<file path="src/logic/pool_bus_pkg.sv">
package pool_bus_pkg;

    typedef logic [7:0]  wb_adr_t;
    typedef logic [31:0] wb_dat_t;

    typedef struct packed {
        logic    cyc;
        logic    stb;
        logic    we;
        wb_adr_t adr;
        wb_dat_t dat;
        logic    sel;                                 // single byte lane group, not decoded
    } wb_req_t;

    typedef struct packed {
        logic    ack;
        wb_dat_t dat;
    } wb_rsp_t;

    // register map, word aligned
    localparam wb_adr_t reg_ctrl   = 8'h00;           // bit 0 written as 1 starts a frame
    localparam wb_adr_t reg_status = 8'h04;           // bit 0 busy, bit 1 done
    localparam wb_adr_t reg_count  = 8'h08;           // pooled results of the last frame

endpackage

</file>
<file path="src/logic/pool_types_pkg.sv">
package pool_types_pkg;

    localparam int pix_w = 16;                        // width of one feature-map pixel
    typedef logic [pix_w-1:0] pix_t;

    localparam int buf_adrs_w = 4;
    typedef logic [buf_adrs_w-1:0] buf_adrs_t;

    localparam int buf_depth = 1 << buf_adrs_w;       // 16 entries, half-row plus hold
    localparam buf_adrs_t hold_adrs = 4'hf;           // top entry keeps the even-column pixel

    // row and column counters reach 27 at most
    typedef logic [4:0] pos_t;

    typedef struct packed {
        logic      wr_hold;                           // store the current pixel at hold_adrs
        logic      wr_row;                            // store the pair maximum at row_adrs
        buf_adrs_t row_adrs;                          // half-row entry of the current pair
        logic      emit;                              // form the window maximum this cycle
        logic      first_row_pair;                    // spare bit, always zero
        logic [2:0] reserved;                         // pads the command to 11 bits
    } pool_cmd_t;

endpackage

</file>
<file path="src/logic/pool_buffer.sv">
`timescale 1ns/10ps

module pool_buffer
    import pool_types_pkg::*;
(
    input  logic      clk,
    input  logic      nrst,
    input  logic      wr_hold,
    input  pix_t      hold_data,
    input  logic      wr_row,
    input  buf_adrs_t row_adrs,
    input  pix_t      row_data,
    output pix_t      hold_q,
    output pix_t      row_q
);

    pix_t mem [buf_depth];                            // entries 0..13 half-row, 15 hold

    always_ff @(posedge clk, negedge nrst)
    begin
        if (!nrst)
        begin
            for (int i = 0; i < buf_depth; i++)
                mem[i] <= '0;
        end
        else
        begin
            if (wr_row)
                mem[row_adrs] <= row_data;
            if (wr_hold)
                mem[hold_adrs] <= hold_data;          // port 1 is tied to the hold entry
        end
    end

    // combinational reads so the working row sees the pair stored a row earlier
    assign hold_q = mem[hold_adrs];
    assign row_q  = mem[row_adrs];

endmodule

</file>
<file path="src/logic/pool_datapath.sv">
`timescale 1ns/10ps

module pool_datapath
    import pool_types_pkg::*;
(
    input  logic      clk,
    input  logic      nrst,
    input  pix_t      pix,
    input  pool_cmd_t cmd,
    input  pix_t      hold_q,
    input  pix_t      row_q,
    output pix_t      hold_data,
    output pix_t      row_data,
    output logic      wr_hold,
    output logic      wr_row,
    output buf_adrs_t row_adrs,
    output logic      pool_valid,
    output pix_t      pool_data
);

    pix_t pair_max;
    pix_t window_max;

    function automatic pix_t pix_max(input pix_t a, input pix_t b);
        pix_t m;
        m = (a > b) ? a : b;                          // pixels are unsigned
        return m;
    endfunction

    assign pair_max   = pix_max(hold_q, pix);         // horizontal pair of the current row
    assign window_max = pix_max(pair_max, row_q);     // add the pair stored from the row above

    // buffer writes follow the controller command
    assign hold_data = pix;
    assign row_data  = pair_max;
    assign wr_hold   = cmd.wr_hold;
    assign wr_row    = cmd.wr_row;
    assign row_adrs  = cmd.row_adrs;

    always_ff @(posedge clk, negedge nrst)
    begin
        if (!nrst)
            pool_valid <= 1'b0;
        else
            pool_valid <= cmd.emit;
    end

    always_ff @(posedge clk)
    begin
        if (cmd.emit)
            pool_data <= window_max;
    end

endmodule

</file>
<file path="src/logic/pool_regs.sv">
`timescale 1ns/10ps

module pool_regs
    import pool_bus_pkg::*;
#(
    parameter int img_width = 28
)(
    input  logic    clk,
    input  logic    nrst,
    input  wb_req_t wb_req,
    input  logic    busy,
    input  logic    pool_done,
    input  logic    pool_valid,
    output wb_rsp_t wb_rsp,
    output logic    start
);

    // one result per 2x2 window
    localparam int count_w = $clog2((img_width / 2) * (img_width / 2) + 1);
    typedef logic [count_w-1:0] count_t;

    logic    ack_q;
    wb_dat_t rd_dat_q;
    logic    access;
    logic    start_hit;
    logic    pending;                                 // start issued, stream not yet running
    logic    busy_all;
    logic    done;
    count_t  count;

    assign access    = wb_req.cyc && wb_req.stb && !ack_q;
    assign busy_all  = busy || pending;
    assign start_hit = access && wb_req.we && (wb_req.adr == reg_ctrl)
                       && wb_req.dat[0] && !busy_all;

    always_ff @(posedge clk, negedge nrst)
    begin
        if (!nrst)
        begin
            ack_q    <= 1'b0;
            rd_dat_q <= '0;
            start    <= 1'b0;
            pending  <= 1'b0;
            done     <= 1'b0;
            count    <= '0;
        end
        else
        begin
            ack_q <= access;                          // one cycle after cyc and stb
            start <= start_hit;
            if (start_hit)
                pending <= 1'b1;
            else if (busy)
                pending <= 1'b0;                      // controller has taken the frame
            if (start_hit)
                done <= 1'b0;
            else if (pool_done)
                done <= 1'b1;
            if (start_hit)
                count <= '0;
            else if (pool_valid)
                count <= count + 1'b1;
            if (access && !wb_req.we)
            begin
                unique case (wb_req.adr)
                    reg_status: rd_dat_q <= {30'b0, done, busy_all};
                    reg_count:  rd_dat_q <= wb_dat_t'(count);
                    default:    rd_dat_q <= '0;       // control reads back as zero
                endcase
            end
        end
    end

    assign wb_rsp.ack = ack_q;
    assign wb_rsp.dat = rd_dat_q;

endmodule

</file>
<file path="src/logic/pool_unit_top.sv">
`timescale 1ns/10ps

module pool_unit_top
    import pool_types_pkg::*;
    import pool_bus_pkg::*;
#(
    parameter int img_width = 28
)(
    input  logic    clk,
    input  logic    nrst,
    input  wb_req_t wb_req,
    input  pix_t    pix,
    output wb_rsp_t wb_rsp,
    output logic    pix_ready,
    output logic    pool_valid,
    output pix_t    pool_data
);

    logic      start;
    logic      pool_done;
    pool_cmd_t cmd;
    pix_t      hold_q;
    pix_t      row_q;
    pix_t      hold_data;
    pix_t      row_data;
    logic      wr_hold;
    logic      wr_row;
    buf_adrs_t row_adrs;

    pool_regs #(.img_width(img_width)) u_regs (
        .clk        (clk),
        .nrst       (nrst),
        .wb_req     (wb_req),
        .busy       (pix_ready),                      // stream activity marks the unit busy
        .pool_done  (pool_done),
        .pool_valid (pool_valid),
        .wb_rsp     (wb_rsp),
        .start      (start)
    );

    pooling_control #(.img_width(img_width)) u_ctrl (
        .clk        (clk),
        .nrst       (nrst),
        .start      (start),
        .pix_ready  (pix_ready),
        .cmd        (cmd),
        .pool_done  (pool_done)
    );

    pool_buffer u_buf (
        .clk        (clk),
        .nrst       (nrst),
        .wr_hold    (wr_hold),
        .hold_data  (hold_data),
        .wr_row     (wr_row),
        .row_adrs   (row_adrs),
        .row_data   (row_data),
        .hold_q     (hold_q),
        .row_q      (row_q)
    );

    pool_datapath u_dp (
        .clk        (clk),
        .nrst       (nrst),
        .pix        (pix),
        .cmd        (cmd),
        .hold_q     (hold_q),
        .row_q      (row_q),
        .hold_data  (hold_data),
        .row_data   (row_data),
        .wr_hold    (wr_hold),
        .wr_row     (wr_row),
        .row_adrs   (row_adrs),
        .pool_valid (pool_valid),
        .pool_data  (pool_data)
    );

endmodule

</file>
<file path="src/logic/pooling_control.sv">
`timescale 1ns/10ps

module pooling_control
    import pool_types_pkg::*;
#(
    parameter int img_width = 28
)(
    input  logic      clk,
    input  logic      nrst,
    input  logic      start,
    output logic      pix_ready,
    output pool_cmd_t cmd,
    output logic      pool_done
);

    typedef enum logic [1:0] {
        idle      = 2'b00,
        buffering = 2'b01,                            // even row, pair maxima go to the buffer
        working   = 2'b10                             // odd row, pairs meet their stored half
    } pool_state_t;

    localparam pos_t last_pos = pos_t'(img_width - 1);

    pool_state_t state, next_state;
    pos_t        col, next_col;
    pos_t        row, next_row;
    logic        last_col;
    logic        frame_end;

    assign pix_ready = (state != idle);
    assign last_col  = (col == last_pos);
    assign frame_end = (state == working) && last_col && (row == last_pos);

    always_ff @(posedge clk, negedge nrst)
    begin
        if (!nrst)
        begin
            state     <= idle;
            col       <= '0;
            row       <= '0;
            pool_done <= 1'b0;
        end
        else
        begin
            state     <= next_state;
            col       <= next_col;
            row       <= next_row;
            pool_done <= frame_end;                   // high in the first idle cycle
        end
    end

    always_comb
    begin
        next_state = state;
        next_col   = col;
        next_row   = row;
        unique case (state)
            idle:
            begin
                next_col = '0;
                next_row = '0;
                if (start)
                    next_state = buffering;
            end
            buffering:
            begin
                next_col = col + 1'b1;
                if (last_col)
                begin
                    next_col   = '0;
                    next_row   = row + 1'b1;
                    next_state = working;
                end
            end
            working:
            begin
                next_col = col + 1'b1;
                if (last_col)
                begin
                    next_col = '0;
                    next_row = row + 1'b1;
                    if (row == last_pos)
                        next_state = idle;            // last working row is done
                    else
                        next_state = buffering;
                end
            end
            default:
            begin
                next_state = idle;
            end
        endcase
    end

    // command for the pixel on the stream in this same cycle
    always_comb
    begin
        cmd = '0;
        if (state != idle)
        begin
            cmd.row_adrs = col[4:1];                  // pair index is column / 2
            if (!col[0])
                cmd.wr_hold = 1'b1;
            else if (state == buffering)
                cmd.wr_row = 1'b1;
            else
                cmd.emit = 1'b1;
        end
    end

endmodule

</file>
<file path="config.mk">
export PLATFORM = sky130hd
export DESIGN_NAME = pool_unit_top
export DESIGN_NICKNAME = d
export VERILOG_FILES = /design/src/logic/pool_bus_pkg.sv /design/src/logic/pool_types_pkg.sv /design/src/logic/pool_buffer.sv /design/src/logic/pool_datapath.sv /design/src/logic/pool_regs.sv /design/src/logic/pool_unit_top.sv /design/src/logic/pooling_control.sv
export SDC_FILE = /design/constraint.sdc
export NUM_CORES = 1
export LEC_CHECK = 0
export BUFFER_PORTS_ARGS = -buffer_cell sky130_fd_sc_hd__buf_2
export CORE_ASPECT_RATIO = 0.6
export CORE_MARGIN = 10
export CORE_UTILIZATION = 40
export CTS_CLUSTER_DIAMETER = 120
export CTS_CLUSTER_SIZE = 30
export DETAILED_ROUTE_END_ITERATION = 10
export PLACE_DENSITY_LB_ADDON = 0.1
export SLEW_MARGIN = 20
export SYNTH_ARGS = -nofsm -noshare
export SYNTH_HDL_FRONTEND = slang
export SYNTH_SLANG_ARGS = --single-unit
</file>
<file path="constraint.sdc">
create_clock -name clk -period 5.81 [get_ports clk]
set_input_delay 1.162 -clock clk [delete_from_list [all_inputs] [get_ports clk]]
set_output_delay 1.162 -clock clk [all_outputs]
set_load 0.01 [all_outputs]
</file>
**Word level (Yosys, flattened, before mapping)**

Cells that the tools add are included.

- Add/subtract/negate cells: 3
- Magnitude comparators: 4
- Equal/unequal tests: 10
- Muxes and demuxes: 32
- Bitwise logic cells: 1
- Reduce and logical (&&, ||, !) cells: 25

Operators with widths:

| cell | count |
|---|---|
| $bwmux 256 | 1 |
| $mux 16 | 7 |
| $bmux 16 s4 | 1 |
| $demux 16 s4 | 1 |
| $gt 16x16->1 | 2 |
| $pmux 5 s2 | 2 |
| $mux 8 | 2 |
| $pmux 8 s2 | 1 |
| $reduce_bool 2->1 | 6 |
| $add 5x1->5 const B | 2 |
| $eq 5x5->1 const B | 2 |
| $logic_and 1x1->1 | 10 |
| $mux 1 | 10 |
| $mux 5 | 2 |
| $add 8x1->8 const B | 1 |
| $eq 8x3->1 const B | 1 |
| $eq 8x4->1 const B | 1 |
| $logic_not 8->1 | 1 |
| $mux 7 | 1 |
| $mux 2 | 3 |
| $ne 2x1->1 const B | 3 |
| $pmux 2 s3 | 1 |
| $ge 5x5->1 const B | 1 |
| $lt 5x1->1 const B | 1 |
| 10 further kinds | 12 |

- Flip-flop bits (word level): 330
- Input bits: 62
- Output and inout port bits: 51
- Logic and storage cells: 103

**Depth between registers and ports, before layout**

Gate-level depths: netlist (run 1).

- Depth in word-level cells: 12
- Depth in mapped cells: 18
- Gate-level depth less buffers: 15

**Modules after synthesis**

A second synthesis (run 1) with hierarchy kept.

- Cell total of the unflattened synthesis: 1,200
- Area, all modules: 15,925.3 µm²

By module, submodules not included:

| module | times used | cells an instance | area an instance (µm²) | sequential area each (µm²) |
|---|---|---|---|---|
| pool_buffer | 1 | 750 | 11,788.8 | 6,406.1 |
| pool_datapath | 1 | 261 | 2,204.6 | 505.5 |
| pool_regs | 1 | 101 | 1,069.8 | 500.5 |
| pooling_control | 1 | 88 | 862.1 | 325.3 |

**Least setup slack after synthesis (run 1)**

Ideal clock, no wire load.

- Path type: input -> register
- Start point: input pix[15]
- End point: register u_dp.pool_data[0], data pin
- Setup time: 0.260 ns
- Data arrival time: 4.952 ns
- Required time: 5.550 ns
- Path slack: 0.598 ns
- Stages on the path: 16
- Path buffers: 1
- Cell sequence: inv_1 -> ha_1 -> nand4_2 -> nor4_2 -> o21ai_1 -> a31oi_4 -> mux2i_1 -> buf_2 -> inv_1 -> ha_1 -> a21o_1 -> a221o_1 -> a221oi_1 -> nand4bb_1 -> nand2_1 -> mux2_2

- Word-level cells in the longest chain between the ends: 4

Ends and longest elaborated chain:

| what | line | source |
|---|---|---|
| start, declared | pool_unit_top.sv:12 | `input pix_t pix,` |
| $gt 16x16->1 | pool_datapath.sv:26 | `m = (a > b) ? a : b;` |
| $mux 16 | pool_datapath.sv:26 |  |
| named net row_data[10] | pool_unit_top.sv:25 | `pix_t row_data;` |
| $gt 16x16->1 | pool_datapath.sv:26 |  |
| $mux 16 | pool_datapath.sv:26 |  |
| named net u_dp.window_max[0] | pool_datapath.sv:22 | `pix_t window_max;` |
| end signal, assigned | pool_datapath.sv:51 | `pool_data <= window_max;` |
| end, declared | pool_datapath.sv:18 | `output pix_t pool_data` |

The timed path passes the listed nets, and every way through them passes these cells.
A chain may end at the register's enable or synchronous reset.

**Worst setup path in the final report (run 1)**

- Start point: input pix[15]
- End point: register u_dp.pool_data[14], data pin

The elaborated chain is that of the path after synthesis.

==> impl_metrics.yaml, run 1 <==
yosys:
  ys_ff_latch: 306
  synthFlopType: "dfrtp_1"
  yosys_warnings: 0
  netlist_area_um2: 15300
  ys_async_sr_fraction_pct: 94.8
  seq_area_frac_synth_pct: 50.5
  synthCells: 1505
  syn-mean-instance-area_um2: 10.2
  synth_edf_count: 16
  synth_cell_types: 62
outcome:
  status: "finished, final reports clean"
critical_path:
  cp.arrival_ns: 5.36
  crit_family: "buffers and inverters"
  end_kind: "flip-flop"
  cp.required_ns: 6.18
  critPathMaxFanout: 10
  cp_cell_sequence: "buf_2 > inv_1 > ha_1 > nand4_2 > nor4_2 > o21ai_1 > a31oi_4 > buf_4 > mux2i_4 > inv_1 > ha_1 > a21o_1 > a21o_1 > a221oi_1 > buf_4 > nand4bb_1 > nand2_1 > buf_4 > buf_4 > mux2i_1"
  cpPeakStageDelay_ns: 0.36
  criticalPathCategory: "in -> reg"
  path_buf_inv: 7
  cp_common_cell: "buf_4"
  worstSetupStartpointType: "primary input"
  crit_slowest_cell: "buf_4"
worst_hold_path:
  hold_path_class: "reg -> reg"
die:
  dieArea_um2: 46800
  die_h_um: 172
  die_width_um: 273
  core_um2: 37700
  start_util_pct: 40.6
  rows: 55
  io_pins: 113
cts:
  clock_latency_ns: 0.53
  cts.repair.resized: 0
  h-tree-depth: 1
  cts_tree: "yes"
  numClockSinks: 306
  cts_root_buf: "clkbuf_16"
  numCtsBuffers: 14
  clockBufferDepth: 3
  clkTransAtPathRegs_ns: 0.11
  cts_hold_buf: 0
  cts_setup_buffers: 0
power_and_ir_drop:
  power_density_nw_per_um2: 230
  ir_drop_v: 0.000148
  p_leak_uw: 0.00683
grt:
  grt_start_max_net_pins: 108
  grt_pass1_wl_um: 68500
  antenna_found_initial: 0
  grt_usage_pct: 18.7
  first_global_vias: 10900
  grt-ovfl-total: 0
final_layout:
  syn_to_final_growth_pct: 8.47
  postLayoutCellArea_um2: 16600
  diodes: 0
  fill_cells: 3663
  register_area_um2: 7740
  multi_input_area_um2: 6850
  final_nets: 1629
  drive_gt1_share_pct: 18.6
  instances_no_fill: 2047
place:
  dpl.cell_count: 2025
  dp_hpwl_um: 30100
  io_buffers: 56
  dpl_cell_area_um2: 16200
  gp_congestion: 0.772
sta:
  rsz0062_at_grt: "no"
  finalSetupTns_ns: 0
  fin_crit_sh_pct: 85.8
  tightest_slew_ns: 0.888
  maxSlewViolCount: 0
  holdWs_ns: 0.490
  finClkSkew_ns: 0.0295
  slew_headroom_pct: 40.6
  max_freq_ghz: 0.201
  layout_min_cycle_time_ns: 4.99
  finalSetupViolCount: 0
  hold_viol: 0
routing:
  drtIter0Drc: 921
  drtPass1Iterations: 7
  vias_per_cell: 5.42
  drtAntennaViolNets: 0
  vias: 11100
  drc: 0
  wl_um: 43700
  avgRoutedWirePerCell_um: 21.3
job:
  max_cap_violations: 0
[placed cells by master, fill, tap and decap left out, types with 5 or more instances in the layout]
master       n
a211o_1      5
a21o_1       7
a21oi_1    114
a21oi_2     90
a221oi_1    16
a22o_1      11
a22oi_1     22
a2bb2oi_1   14
and3_1       5
and3b_1      7
buf_2       55
buf_4       63
clkbuf_1     5
clkbuf_16   15
conb_1      24
dfrtp_1    288
edfxtp_1    16
ha_1        38
inv_1       39
mux2_2      22
mux2i_1     70
mux2i_4     10
mux4_2       6
nand2_1    121
nand2b_1     5
nand3_1     18
nand4_1      9
nor2_1     210
nor2b_1      7
nor3_1       7
nor3_2       6
o21ai_0    103
o221ai_1    36
xor2_1       7
[final timing paths]
check                      depth (start not counted)              from            endpoint  slack (ns)
setup / recovery                                  20           pix[15]  u_dp.pool_data[14]        0.82
hold / removal                                     2    u_buf.mem[217]      u_buf.mem[217]        0.49
setup reg to reg                                  18  u_buf.hold_q[15]  u_dp.pool_data[14]        1.13
hold reg to reg                                    2    u_buf.mem[217]      u_buf.mem[217]        0.49
max in group asynchronous                          2              nrst       u_buf.mem[31]        3.92
min in group asynchronous                          1              nrst      u_buf.mem[192]        0.62
[tightest hold or removal path: stages (launching register included)]
cell     delay (ns)
dfrtp_1        0.35
nand2_1        0.04
o21ai_0        0.06
[sequential cells by signal, summed over array words and instances (netlist names)]
name              flops
u_ctrl.pool_done      1
u_regs.rd_dat_q       8
u_regs.count          8
u_regs.start          1
u_ctrl.state          2
u_ctrl.row            5
u_buf.hold_q         16
u_ctrl.col            5
u_regs.pending        1
u_buf.mem           240
u_dp.pool_data       16
u_dp.pool_valid       1
u_regs.ack_q          1
u_regs.done           1
[metal layers]
| metal | GRT usage [%] | part of all wire, % | up-vias |
|---|---|---|---|
| met5 | 0 | 0 | - |
| met4 | 2.45 | 1.1 | 0 |
| met3 | 3.34 | 5.3 | 34 |
| met2 | 28.3 | 43 | 219 |
| met1 | 28.0 | 50 | 5518 |
| li1 | - | - | 5314 |
[report_power, final]
group	leakage, µW	total [µW]	switching [µW]	internal [µW]
clock network	0.000205	1210	717	495
logic	0.00366	425	296	130
registers	0.00297	2180	24.6	2160
total	0.00683	3820	1040	2780
[final cells by class]
cell class	count	share of cell area, %
Sequential cell	306	46.6
Multi-Input combinational cell	1043	41.2
Timing Repair Buffer	121	4.83
Tap cell	513	3.86
Clock buffer	20	2.37
Inverter	42	0.949
Clock inverter	2	0.173
[kinds of logic (layout without fill, tap and decap cells)]
kind of cell	Yosys count	after routing	synth area share, %
flops	306	306	50.5
xor+xnor	10	10	0.572
mux	108	108	8.54
buf+inv	179	185	5.73
fa+ha+maj	39	39	3.19
compound gates	439	439	19.5
other cells	1	24	0.0245
simple gates	423	423	11.9
[cells in the mapped netlist (18+ instances only)]
cell | n | area, µm²
a21oi_1 | 114 | 571
a21oi_2 | 90 | 788
a22oi_1 | 22 | 165
buf_4 | 26 | 195
clkbuf_1 | 80 | 300
dfrtp_1 | 290 | 7260
ha_1 | 39 | 488
inv_1 | 39 | 146
mux2_2 | 22 | 248
mux2i_1 | 70 | 701
nand2_1 | 122 | 458
nand3_1 | 18 | 90.1
nor2_1 | 214 | 803
o21ai_0 | 103 | 515
o221ai_1 | 36 | 315
[per-stage QoR]
step,util [%],worst slack [ns],total power [µW]
final,44.1,0.823,3820
after global routing,44.1,0.457,3980
after CTS,44.1,0.840,3870
after detailed placement,42.9,0.323,2650
after global placement,42.9,0.393,2650
after floorplan,-,0.598,2500
Note: power is estimated with default switching activity, not from simulation.
==> inputs of run 2 (changes only) <==
- CORE_UTILIZATION: 40 -> 35
==> run 2 against run 1 <==
  * Via count shrank 0.31%
  * Worst hold slack lost 0.0078 ns
  * Combinational power grew 2%
==> impl_metrics.yaml, run 2 (synthesis results as in run 1) <==
cts:
  cts_root_buf: "clkbuf_16"
  numCtsBuffers: 14
  cts_tree: "yes"
  clock_latency_ns: 0.53
  clockBufferDepth: 3
  cts_hold_buf: 0
  numClockSinks: 306
  cts_setup_buffers: 0
  clkTransAtPathRegs_ns: 0.12
  h-tree-depth: 1
  cts.repair.resized: 0
critical_path:
  cp.required_ns: 6.11
  end_kind: "flip-flop"
  criticalPathCategory: "in -> reg"
  critPathMaxFanout: 8
  cp.arrival_ns: 5.44
  worstSetupStartpointType: "primary input"
  critPathLaunch: "pix[11]"
  timing.rr.start: "u_buf.hold_q[15]"
  ff2ff_path_depth: 16
die:
  dieArea_um2: 52800
  start_util_pct: 35.4
  core_um2: 43300
  die_width_um: 290
  die_h_um: 182
  rows: 59
  io_pins: 113
final_layout:
  instances_no_fill: 2116
  diodes: 0
  syn_to_final_growth_pct: 9.23
  fill_cells: 4385
  drive_gt1_share_pct: 18.6
  final_cell_mix: "dfrtp_1, nor2_1, nand2_1"
  final_nets: 1631
  max_flop_register: "u_buf.mem"
  largest_reg_flops: 240
  final_common_cell: "dfrtp_1"
grt:
  grt_start_max_net_pins: 112
  grt-ovfl-total: 0
  antenna_found_initial: 1
  first_global_vias: 10800
  grt_pass1_wl_um: 71400
  grt_usage_pct: 17.2
job:
  max_cap_violations: 0
sta:
  finalSetupTns_ns: 0
  rsz0062_at_grt: "no"
  finalSetupViolCount: 0
  maxSlewViolCount: 0
  finClkSkew_ns: 0.0479
  fin_crit_sh_pct: 88.5
  tightest_slew_ns: 0.998
  max_freq_ghz: 0.194
  slew_headroom_pct: 33.2
  hold_viol: 0
  layout_min_cycle_time_ns: 5.14
routing:
  drtPass1Iterations: 5
  wl_um: 46300
  vias: 11100
  drc: 0
  vias_per_cell: 5.22
  avgRoutedWirePerCell_um: 21.9
  drtAntennaViolNets: 0
  drtIter0Drc: 923
power_and_ir_drop:
  ir_drop_v: 0.000202
  p_leak_uw: 0.00684
  power_density_nw_per_um2: 230
place:
  io_buffers: 56
  dpl.cell_count: 2093
  gp_congestion: 0.787
  dp_hpwl_um: 31500
worst_hold_path:
  hold_path_depth: 2
  hold_path_class: "reg -> reg"
  hold_start: "u_ctrl.pool_done"
outcome:
  status: "finished, final reports clean"
-- run 2: changes by cell type in the layout (fill, tap and decap cells not counted), sizes merged --
cell / previous run / this run
inv: 41 / 39
clkinv: 3 / 4
buf: 121 / 123
clkbuf: 20 / 22
-- run 2: per-stage QoR --
step / setup slack [ns] / utilization (%) / hold slack, ns / instance area [µm²] / power (µW)
detailed placement: 0.244 / 37.7 / 0.461 / 16300 / 2660
CTS: 0.754 / 38.7 / 0.491 / 16700 / 3910
global placement: 0.196 / 37.7 / 0.451 / 16300 / 2660
finish: 0.666 / 38.7 / 0.482 / 16700 / 3850
floorplan: 0.598 / - / 0.437 / 15400 / 2500
global route: 0.507 / 38.7 / 0.518 / 16700 / 4020
-- run 2: critical path, cell delays in order --
cell and delay [ns]:
buf_2 0.13, inv_1 0.05, ha_1 0.30, nand2_1 0.21, nor3_1 0.09, nor4_1 0.62
a31oi_4 0.35, mux2i_1 0.28, inv_1 0.10, ha_1 0.31, a21o_1 0.16, a221o_1 0.34
a221oi_1 0.35, buf_4 0.21, nand4bb_1 0.11, nand2_1 0.09, buf_4 0.21, mux2_2 0.35
-- run 2: area by class of cell --
type | count | area (µm²) | share of cell area (%)
sequential | 306 | 7740 | 46.3
inverter | 42 | 158 | 0.942
tap | 579 | 724 | 4.33
clock inverter | 1 | 30.0 | 0.179
multi-input combinational | 1043 | 6840 | 40.9
clock buffer | 22 | 402 | 2.40
timing repair buffer | 123 | 831 | 4.97
-- run 2: worst paths after layout --
kind                                      to  slack [ns]
max in group asynchronous      u_buf.mem[47]        3.84
max reg2reg                u_dp.pool_data[0]        0.97
min reg2reg                      u_regs.done        0.48
min in group asynchronous       u_regs.ack_q        0.58
min                              u_regs.done        0.48
max                        u_dp.pool_data[0]        0.67
-- run 2: layer usage --
layer  vias to the layer above  GRT usage, %  share of wire, %
met4                         0          1.96              0.88
met2                       196          24.6                41
met3                        23          2.26               3.6
li1                       5310             -                 -
met5                         -             0                 0
met1                      5522          27.4                54
-- run 2: power breakdown --
part / switching (µW) / internal [µW] / leakage (µW)
clock: 735 / 498 / 0.000205
sequential: 26.4 / 2160 / 0.00297
combinational: 303 / 132 / 0.00367
total: 1060 / 2790 / 0.00684
